### config.mk
export PLATFORM = sky130hd
export DESIGN_NAME = audio_ctrl_top
export DESIGN_NICKNAME = d
export VERILOG_FILES = /design/src/hdl/audio_ctrl_pkg.sv /design/src/hdl/cmd_parser.sv /design/src/hdl/status_writer.sv /design/src/hdl/sample_router.sv /design/src/hdl/audio_ctrl_top.sv
export VERILOG_INCLUDE_DIRS = /design/src /design/src/hdl
export SDC_FILE = /design/constraint.sdc
export NUM_CORES = 1
export LEC_CHECK = 0
export ABC_AREA = 1
export BUFFER_PORTS_ARGS = -buffer_cell sky130_fd_sc_hd__buf_2
export CORE_UTILIZATION = 58
export DETAILED_ROUTE_END_ITERATION = 7
export MAX_ROUTING_LAYER = met4
export PLACE_DENSITY_LB_ADDON = 0.25
export SYNTH_ARGS = -nofsm -noshare
export SYNTH_HDL_FRONTEND = slang
export SYNTH_HIERARCHICAL = 1
export SYNTH_SLANG_ARGS = --single-unit
### constraint.sdc
create_clock -name clk -period 2.4 [get_ports clk]
set_clock_uncertainty 0.05 [all_clocks]
set_input_delay 0.24 -clock clk [delete_from_list [all_inputs] [get_ports clk]]
set_output_delay 0.24 -clock clk [all_outputs]
set_load 0.01 [all_outputs]
### src/hdl/audio_ctrl_consts.svh
// Shared command, output-type and error codes plus field widths; include wherever they are needed
`ifndef AUDIO_CTRL_CONSTS_SVH
`define AUDIO_CTRL_CONSTS_SVH

// ======================================
// Field widths
// ======================================
// Command byte is {code, payload length}
`define AUDIO_CMD_WIDTH   2
`define AUDIO_LEN_WIDTH   6
`define AUDIO_BYTE_WIDTH  8

// Setup payload fields, packed as {type, channels, rate, depth}
`define AUDIO_IO_TYPE_WIDTH  2
`define AUDIO_RATE_WIDTH     3
`define AUDIO_DEPTH_WIDTH    2

// ======================================
// Command codes
// ======================================
`define CMD_SETUP_OUTPUT   2'd0
`define CMD_SETUP_INPUT    2'd1
`define CMD_STREAM_OUTPUT  2'd2
`define CMD_STOP           2'd3
// Header code of the reply sent back to the host
`define CMD_STOPPED        2'd3
// Payload length carried in the reply header
`define STOPPED_REPLY_LEN  6'd1

// Output types
`define IO_TYPE_AES3     2'd0
`define IO_TYPE_BNC      2'd1
`define IO_TYPE_TOSLINK  2'd2
`define IO_TYPE_I2S      2'd3

// Error codes, one byte each
`define ERROR_NONE                          8'h00
`define ERROR_INVALID_SETUP_OUTPUT_PAYLOAD  8'h01
`define ERROR_INVALID_STOP_PAYLOAD          8'h02

`endif

### src/hdl/audio_ctrl_pkg.sv
// Struct types shared by the controller blocks; compile before any module that refers to them
`default_nettype none

`include "audio_ctrl_consts.svh"

package audio_ctrl_pkg;

    // ======================================
    // Output configuration
    // ======================================
    // Upper eight bits follow the setup payload byte layout
    // so a payload byte maps straight onto the fields
    typedef struct packed {
        // Output type code
        logic [`AUDIO_IO_TYPE_WIDTH-1:0] io_type;
        // Channel count selector
        logic                            channels;
        // Sample rate index
        logic [`AUDIO_RATE_WIDTH-1:0]    sample_rate;
        // Bit depth index
        logic [`AUDIO_DEPTH_WIDTH-1:0]   bit_depth;
        // Low until a good setup has been received
        logic                            valid;
    } audio_cfg_t;

    // ======================================
    // Reply request
    // ======================================
    typedef struct packed {
        // One-cycle strobe
        logic                          start;
        // Second reply byte
        logic [`AUDIO_BYTE_WIDTH-1:0]  error_code;
        // Controller stops reading after this reply
        logic                          halt;
    } reply_req_t;

endpackage

`default_nettype wire

### src/hdl/cmd_parser.sv
// Host command parser; reads the input FIFO, splits commands from payloads and holds the config
`timescale 1ns/1ps
`default_nettype none

`include "audio_ctrl_consts.svh"

module cmd_parser (
    input  logic                          clk,
    input  logic                          reset_i,
    // Host input FIFO, first-word-fall-through
    input  logic                          rd_empty_i,
    input  logic [`AUDIO_BYTE_WIDTH-1:0]  rd_data_i,
    output logic                          rd_en_o,
    // Flow control
    input  logic                          sink_ready_i,
    input  logic                          writer_busy_i,
    // Configuration, reply request and sample stream
    output audio_ctrl_pkg::audio_cfg_t    cfg_o,
    output audio_ctrl_pkg::reply_req_t    reply_o,
    output logic [`AUDIO_BYTE_WIDTH-1:0]  sample_o,
    output logic                          sample_stb_o,
    // Sticky error, also the halt flag
    output logic                          err_o
);

    localparam logic ST_CMD     = 1'b0;
    localparam logic ST_PAYLOAD = 1'b1;
    localparam logic [`AUDIO_LEN_WIDTH-1:0] LEN_ONE = 1;

    logic                         state_q;
    logic [`AUDIO_CMD_WIDTH-1:0]  cmd_q;
    logic [`AUDIO_LEN_WIDTH-1:0]  remaining_q;
    logic [`AUDIO_CMD_WIDTH-1:0]  head_cmd;
    logic [`AUDIO_LEN_WIDTH-1:0]  head_len;
    logic                         in_stream;
    logic                         consume;
    logic                         is_cmd;
    logic                         bad_setup;
    logic                         bad_stop;

    // ======================================
    // Head byte decode
    // ======================================
    assign head_cmd = rd_data_i[`AUDIO_BYTE_WIDTH-1 -: `AUDIO_CMD_WIDTH];
    assign head_len = rd_data_i[`AUDIO_LEN_WIDTH-1:0];

    // Stream payload byte waiting at the FIFO head
    assign in_stream = (state_q == ST_PAYLOAD) && (cmd_q == `CMD_STREAM_OUTPUT);

    // Stall while a reply is going out, once halted, or when the sink cannot take the byte
    assign rd_en_o = !rd_empty_i && !writer_busy_i && !err_o && !(in_stream && !sink_ready_i);
    assign consume = rd_en_o;
    assign is_cmd  = consume && (state_q == ST_CMD);

    // Setup wants exactly one payload byte, stop wants none
    assign bad_setup = is_cmd && (head_cmd == `CMD_SETUP_OUTPUT) && (head_len != LEN_ONE);
    assign bad_stop  = is_cmd && (head_cmd == `CMD_STOP) && (head_len != '0);

    // Reply goes out in the same cycle as the command so busy rises at that edge
    always_comb begin
        reply_o.start = (is_cmd && head_cmd == `CMD_STOP) || bad_setup;
        reply_o.halt  = bad_setup || bad_stop;
        if (bad_setup) begin
            reply_o.error_code = `ERROR_INVALID_SETUP_OUTPUT_PAYLOAD;
        end else if (bad_stop) begin
            reply_o.error_code = `ERROR_INVALID_STOP_PAYLOAD;
        end else begin
            reply_o.error_code = `ERROR_NONE;
        end
    end

    // ======================================
    // Command / payload FSM
    // ======================================
    always_ff @(posedge clk or posedge reset_i) begin
        if (reset_i) begin
            state_q      <= ST_CMD;
            cmd_q        <= '0;
            remaining_q  <= '0;
            cfg_o        <= '0;
            sample_stb_o <= 1'b0;
            err_o        <= 1'b0;
        end else begin
            sample_stb_o <= 1'b0;
            // Malformed command halts until reset
            if (reply_o.start && reply_o.halt) begin
                err_o <= 1'b1;
            end
            if (is_cmd) begin
                // A halting command never enters its payload
                if (!reply_o.halt && head_len != '0) begin
                    state_q     <= ST_PAYLOAD;
                    cmd_q       <= head_cmd;
                    remaining_q <= head_len;
                end
            end else if (consume) begin
                remaining_q <= remaining_q - LEN_ONE;
                if (remaining_q == LEN_ONE) begin
                    state_q <= ST_CMD;
                end
                case (cmd_q)
                    // Payload byte layout equals the upper config fields
                    `CMD_SETUP_OUTPUT: cfg_o <= audio_ctrl_pkg::audio_cfg_t'({rd_data_i, 1'b1});
                    `CMD_STREAM_OUTPUT: sample_stb_o <= 1'b1;
                    // Input setup is not supported, bytes are dropped
                    `CMD_SETUP_INPUT: ;
                    default: ;
                endcase
            end
        end
    end

    // Sample byte register
    always_ff @(posedge clk) begin
        if (consume && in_stream) begin
            sample_o <= rd_data_i;
        end
    end

endmodule

`default_nettype wire

### src/hdl/status_writer.sv
// Reply writer; buffers the two stopped-reply bytes and pushes them into the host output FIFO
`timescale 1ns/1ps
`default_nettype none

`include "audio_ctrl_consts.svh"

module status_writer (
    input  logic                          clk,
    input  logic                          reset_i,
    // Request from the parser
    input  audio_ctrl_pkg::reply_req_t    reply_i,
    // Host output FIFO
    input  logic                          out_full_i,
    output logic                          out_wr_en_o,
    output logic [`AUDIO_BYTE_WIDTH-1:0]  out_data_o,
    // High from request until the last byte is out
    output logic                          busy_o
);

    localparam logic [`AUDIO_LEN_WIDTH-1:0] LEN_ONE = 1;

    // Byte 0 is the header, byte 1 the error code
    logic [`AUDIO_BYTE_WIDTH-1:0]  reply_buf [2];
    logic [`AUDIO_LEN_WIDTH-1:0]   idx_q;
    logic [`AUDIO_LEN_WIDTH-1:0]   last_idx;
    logic                          send;

    // Header plus its payload length
    assign last_idx = reply_buf[0][`AUDIO_LEN_WIDTH-1:0] + LEN_ONE;

    // out_full_i is sampled at the edge, so a write only follows a not-full cycle
    assign send = busy_o && !reply_i.start && (idx_q != last_idx) && !out_full_i;

    // Reply bytes
    always_ff @(posedge clk) begin
        if (reply_i.start) begin
            reply_buf[0] <= {`CMD_STOPPED, `STOPPED_REPLY_LEN};
            reply_buf[1] <= reply_i.error_code;
        end
        if (send) begin
            out_data_o <= reply_buf[idx_q[0]];
        end
    end

    // ======================================
    // Write sequencer
    // ======================================
    always_ff @(posedge clk or posedge reset_i) begin
        if (reset_i) begin
            busy_o      <= 1'b0;
            idx_q       <= '0;
            out_wr_en_o <= 1'b0;
        end else begin
            out_wr_en_o <= send;
            if (reply_i.start) begin
                busy_o <= 1'b1;
                idx_q  <= '0;
            end else if (busy_o) begin
                if (idx_q == last_idx) begin
                    // All bytes written
                    busy_o <= 1'b0;
                end else if (send) begin
                    idx_q <= idx_q + LEN_ONE;
                end
            end
        end
    end

endmodule

`default_nettype wire

### src/hdl/sample_router.sv
// Sample router; picks the sink from the output type and registers byte writes to it
`timescale 1ns/1ps
`default_nettype none

`include "audio_ctrl_consts.svh"

module sample_router (
    input  logic                          clk,
    input  logic                          reset_i,
    input  audio_ctrl_pkg::audio_cfg_t    cfg_i,
    // Sample stream from the parser
    input  logic [`AUDIO_BYTE_WIDTH-1:0]  sample_i,
    input  logic                          sample_stb_i,
    // Sink levels, almost-full already merged
    input  logic                          spdif_full_i,
    input  logic                          i2s_full_i,
    output logic                          sink_ready_o,
    // Sink write port
    output logic [`AUDIO_BYTE_WIDTH-1:0]  sample_o,
    output logic                          spdif_wr_en_o,
    output logic                          i2s_wr_en_o
);

    logic sel_spdif;
    logic sel_i2s;

    // All coax and optical types share the S/PDIF sink
    always_comb begin
        sel_spdif = 1'b0;
        sel_i2s   = 1'b0;
        if (cfg_i.valid) begin
            case (cfg_i.io_type)
                `IO_TYPE_AES3, `IO_TYPE_BNC, `IO_TYPE_TOSLINK: sel_spdif = 1'b1;
                `IO_TYPE_I2S: sel_i2s = 1'b1;
                default: ;
            endcase
        end
    end

    // Unconfigured: bytes are taken and thrown away
    assign sink_ready_o = !cfg_i.valid || (sel_spdif && !spdif_full_i) || (sel_i2s && !i2s_full_i);

    // Data register
    always_ff @(posedge clk) begin
        if (sample_stb_i) begin
            sample_o <= sample_i;
        end
    end

    // Write enables, only the selected sink
    always_ff @(posedge clk or posedge reset_i) begin
        if (reset_i) begin
            spdif_wr_en_o <= 1'b0;
            i2s_wr_en_o   <= 1'b0;
        end else begin
            spdif_wr_en_o <= sample_stb_i && sel_spdif;
            i2s_wr_en_o   <= sample_stb_i && sel_i2s;
        end
    end

endmodule

`default_nettype wire

### src/hdl/audio_ctrl_top.sv
// Top level of the USB audio bridge controller; connects parser, reply writer and sample router
`timescale 1ns/1ps
`default_nettype none

`include "audio_ctrl_consts.svh"

module audio_ctrl_top (
    input  logic                          clk,
    input  logic                          reset_i,
    // Host input FIFO
    input  logic                          rd_empty_i,
    input  logic [`AUDIO_BYTE_WIDTH-1:0]  rd_data_i,
    output logic                          rd_en_o,
    // Host output FIFO
    input  logic                          out_full_i,
    output logic                          out_wr_en_o,
    output logic [`AUDIO_BYTE_WIDTH-1:0]  out_data_o,
    // External sinks
    input  logic                          spdif_full_i,
    input  logic                          i2s_full_i,
    output logic [`AUDIO_BYTE_WIDTH-1:0]  sample_o,
    output logic                          spdif_wr_en_o,
    output logic                          i2s_wr_en_o,
    // Error level
    output logic                          err_o
);

    audio_ctrl_pkg::audio_cfg_t    cfg;
    audio_ctrl_pkg::reply_req_t    reply;
    logic [`AUDIO_BYTE_WIDTH-1:0]  parsed_sample;
    logic                          parsed_stb;
    logic                          writer_busy;
    logic                          sink_ready;

    // ======================================
    // Blocks
    // ======================================
    cmd_parser u_parser (
        .clk           (clk),
        .reset_i       (reset_i),
        .rd_empty_i    (rd_empty_i),
        .rd_data_i     (rd_data_i),
        .rd_en_o       (rd_en_o),
        .sink_ready_i  (sink_ready),
        .writer_busy_i (writer_busy),
        .cfg_o         (cfg),
        .reply_o       (reply),
        .sample_o      (parsed_sample),
        .sample_stb_o  (parsed_stb),
        .err_o         (err_o)
    );

    status_writer u_writer (
        .clk         (clk),
        .reset_i     (reset_i),
        .reply_i     (reply),
        .out_full_i  (out_full_i),
        .out_wr_en_o (out_wr_en_o),
        .out_data_o  (out_data_o),
        .busy_o      (writer_busy)
    );

    sample_router u_router (
        .clk           (clk),
        .reset_i       (reset_i),
        .cfg_i         (cfg),
        .sample_i      (parsed_sample),
        .sample_stb_i  (parsed_stb),
        .spdif_full_i  (spdif_full_i),
        .i2s_full_i    (i2s_full_i),
        .sink_ready_o  (sink_ready),
        .sample_o      (sample_o),
        .spdif_wr_en_o (spdif_wr_en_o),
        .i2s_wr_en_o   (i2s_wr_en_o)
    );

endmodule

`default_nettype wire

* Word level (Yosys, flattened, before mapping)
Memory sizes are Yosys's and may differ from the RTL's. A register that Yosys moved wholly into a read port is not among the register bits.
Cells that the tools add are included.
** Word-level totals
- Register bits :: 48
- Output and inout port bits :: 21
- Memory bits (writable) :: 8
- Input port bits :: 14
- ROM bits :: 0
- Memories kept :: 1
- Bits in latches :: 0
- Logic and storage cells :: 106
** Memory list
- u_writer.reply_buf :: depth 2, bits a word 4, read ports 2, clocked after memory_dff 1, wr ports 2, line status_writer.sv:23 : logic [`AUDIO_BYTE_WIDTH-1:0] reply_buf [2];
** Operators by class
- Multiply operators :: 0
- $add $sub $neg :: 3
- Bitwise operators :: 2
- Magnitude comparators :: 0
- Eq/ne operators :: 11
- Multiplexer cells :: 25
- Divide/modulo/power cells :: 0
- Reductions and logical operators :: 49
- Shifts and indexed selects :: 0
** Operator list (number)
- $mux W6 :: 7
- $logic_and A1 B1 Y1 :: 20
- $mux W1 :: 16
- $add A6 B1 Y6 const B :: 2
- $logic_not A1 Y1 :: 11
- $reduce_and A3 Y1 :: 3
- $eq A2 B2 Y1 const B :: 4
- $reduce_bool A2 Y1 :: 4
- $eq A6 B1 Y1 const B :: 1
- $eq A6 B6 Y1 :: 1
- $logic_not A2 Y1 :: 3
- $ne A6 B1 Y1 const B :: 1
- $ne A6 B6 Y1 :: 1
- $reduce_bool A6 Y1 :: 1
- $sub A6 B1 Y6 const B :: 1
- $logic_or A1 B1 Y1 :: 4
- $mux W2 :: 2
- $ne A2 B2 Y1 const B :: 2
- $reduce_and A2 Y1 :: 2
- $reduce_or A3 Y1 :: 1
- $eq A2 B1 Y1 const B :: 1
- $not A1 Y1 :: 2

* Depth between registers and ports, before layout
- Depth after elaboration :: 23
- Gate-level depth with buffers :: 14
- Depth with buffers taken out :: 14

* By module
The synthesis kept the hierarchy.
** By module, submodules not included
- cmd_parser :: sequential area each 740.7 µm², area an instance 1406.3 µm², times used 1, cells each 156
- status_writer :: sequential area each 680.7 µm², area an instance 964.7 µm², times used 1, cells each 77
- sample_router :: sequential area each 290.3 µm², area an instance 351.6 µm², times used 1, cells each 22

* Worst setup path after synthesis
OpenSTA, ideal clock, no wires.
- Path type :: register -> register
- Start point :: register u_parser.err_o
- End point :: register u_writer.idx_q[4]
- Data arrival time :: 2015 ps
- Library setup time :: 76 ps
- Stages on the path, launching flop included :: 13
- Clock period less this slack :: 2141 ps
- Slack :: 259 ps
- Required time :: 2274 ps
- Buffers on the path :: 1
- Cell sequence :: dfrtp_1 -> inv_1 -> nand2_1 -> nor2_1 -> nand2_4 -> nor2_4 -> inv_1 -> a21oi_1 -> nor2_1 -> nand3_2 -> buf_6 -> nand3_1 -> o21ai_1
** RTL lines
- start: declaration :: line cmd_parser.sv:23 : output logic err_o
- start signal: assignment :: line cmd_parser.sv:82 : err_o <= 1'b0;
- start signal: assignment :: line cmd_parser.sv:87 : err_o <= 1'b1;
- end signal: assignment :: line status_writer.sv:63 : idx_q <= idx_q + LEN_ONE;
- end: declaration :: line status_writer.sv:24 : logic [`AUDIO_LEN_WIDTH-1:0] idx_q;

==> reports/qor.txt <==
Post-Synthesis Cells -> 233
Final setup fails -> 0
Final period util -> 87.6%
First drt pass iteration count -> 4
CTS buffer count -> 5
Crit path max-delay cell type -> dfrtp_1
Utilization after layout -> 68.5%
Nets -> 290
Slew at the pin closest to its max-slew limit -> 0.578 ns
Area of the multi-input gates -> 729 sq um
Die area -> 4590 sq um
Worst Hold End -> u_parser/sample_o[0]
Final setup TNS -> 0 ns
Antenna cells -> 0
Clk_lat worst skew -> 0.30 ns
Worst VDD drop -> 0.525 mV
Filler Cell Count -> 316
Wire length per cell -> 11.7 microns
Via count -> 1605
Routing usage on met1 -> 23.9%
Core Box Area -> 4090 sq um
Max-slew headroom -> 61.5%
CP Launch Type -> flip-flop
Largest net degree at the start of global routing -> 17
Pre-CTS WS -> 0.323 ns
H-tree depth -> 2
Worst hold path type -> in -> reg
TritonCTS clock tree -> done
Die W -> 67.7 microns
Average size of a mapped cell -> 10.8 sq um
Buf/Inv on CP -> 3
Worst Path Required -> 2.36 ns
I/O pin cnt -> 35
DRC errors left -> 0
R2r setup slk -> 0.30 ns
Fmax -> 476 MHz
Warnings from Yosys -> 6
Max clock buf depth -> 2
Most Crowded Layer GR -> met2
Worst Setup End Kind -> flip-flop
CP Data Arrival Time -> 2.07 ns
HP Start -> rd_data_i[0]
Initial antenna violation count -> 0
Crit Path Max Fanout -> 15
Number of global-route vias before repair -> 1404
Root buffer cell -> clkbuf_8
GRT overflow -> 0
Tmin final -> 2.10 ns
Hold Fails Final Rpt -> 0
Total GRT Usage -> 19.8%
GPL Wtd Cong -> 0.867
Initial core utilization -> 61.3%
Power per Cell Area -> 689 nW/um^2
Register area -> 1560 sq um
Fin worst setup slack -> 0.298 ns
RSZ-0062 raised after global routing -> no
Kind of critical path -> reg -> reg
Final Max Tran Viols -> 0
Top delay family on crit path -> simple AND/OR/NAND/NOR gates
Synthesized cell area -> 2500 sq um
Leakage -> 1.29 nW
Vias per cell -> 4.97
Global-route wire length before repair -> 6240 microns
Clock Sinks -> 56
Max-cap check violation count -> 0
Met2 Use GR -> 31.2%
I/O Buffers -> 34
DRT iter0 DRCs -> 131
Resize count post-CTS -> 0
Hpwl dp -> 2870 microns
Die extent in y -> 67.7 microns
Layout cells sized above 1 -> 24.2%
WHS Path Cells -> 1
CP cell instances -> nand2_2, a21oi_2, nand2_1, nor2_1, nand2_2, nand2_4, nor2_4, inv_1, a21oi_1, nor2_1, inv_1, nor2_2, buf_4
Worst stage delay on the critical path -> 0.40 ns
Remaining antenna violation count -> 0
Final wirelength -> 3790 microns
Post-CTS Setup Bufs -> 0
R2R cell count -> 13
Area grow syn2layout -> 11.7%
Final total power -> 1.93 mW
CTS Hold Bufs -> 1
Clk slew on worst S/H paths -> 0.09 ns
Row cnt -> 23
RR Startpoint -> u_parser/cfg_o[7]
Met3 GRT Util -> 5.74%
Status -> completed
RR Endpoint -> u_writer/out_data_o[6]
[stage by stage]
stage	hold WS, ns	cell area, sq um	std cells
detailed placement	0.0704	2680	314
floorplan	-0.0688	2520	238
global placement	0.0617	2680	314
CTS	0.0858	2800	323
finish	0.0972	2800	323
global route	0.0871	2800	323
[where the power goes]
part	switching [mW]	total [mW]	internal (mW)
logic	0.119	0.218	0.0985
registers	0.0679	1.13	1.06
clock network	0.271	0.581	0.310
total	0.458	1.93	1.47
[cells in the final DEF (no fill, tap or decap), types with 4 or more instances in the layout]
| cell type | instances |
|---|---|
| clkbuf_8 | 5 |
| inv_1 | 30 |
| xor2_1 | 4 |
| nand3_1 | 20 |
| ha_1 | 4 |
| edfxtp_1 | 32 |
| inv_2 | 4 |
| nand2_2 | 4 |
| nand2_1 | 46 |
| o21ai_1 | 14 |
| buf_2 | 34 |
| conb_1 | 6 |
| dfrtp_1 | 24 |
| nor2_1 | 15 |
| buf_4 | 4 |
[how the worst max path moves through the flow]
stage                                   endpoint  slack (ns)  cells past startpoint         startpoint
after floorplan                u_writer/idx_q[4]        0.26                     12     u_parser/err_o
after global placement    u_writer/out_data_o[3]        0.39                     13  u_parser/cfg_o[8]
after detailed placement  u_writer/out_data_o[4]        0.32                     13  u_parser/cfg_o[7]
after CTS                 u_writer/out_data_o[4]        0.30                     13  u_parser/cfg_o[7]
after global routing           u_writer/idx_q[0]        0.14                     13  u_parser/cfg_o[7]
final                     u_writer/out_data_o[6]        0.30                     13  u_parser/cfg_o[7]
[layer usage]
layer	part of all wire, %	vias to the layer above
met2	50	33
met3	4.4	6
met1	44	744
met4	1.6	0
li1	-	822
met5	0	-
[layout make-up]
class,count,area share (%)
Clock buffer,6,2.59
Tap cell,50,2.24
Timing Repair Buffer,39,7.51
Inverter,34,4.56
Multi-Input combinational cell,136,26.1
Clock inverter,2,1.25
Sequential cell,56,55.8
[state kept, by name, summed over array words and instances (netlist names), 2 cells and up]
signal                flops
u_parser/sample_o         8
u_router/sample_o         8
u_parser/remaining_q      6
u_writer/idx_q            6
u_parser/cmd_q            2
u_writer/out_data_o       8
u_writer/reply_buf        8
u_parser/cfg_o            3
No activity file was read; power rests on OpenSTA's default activity.
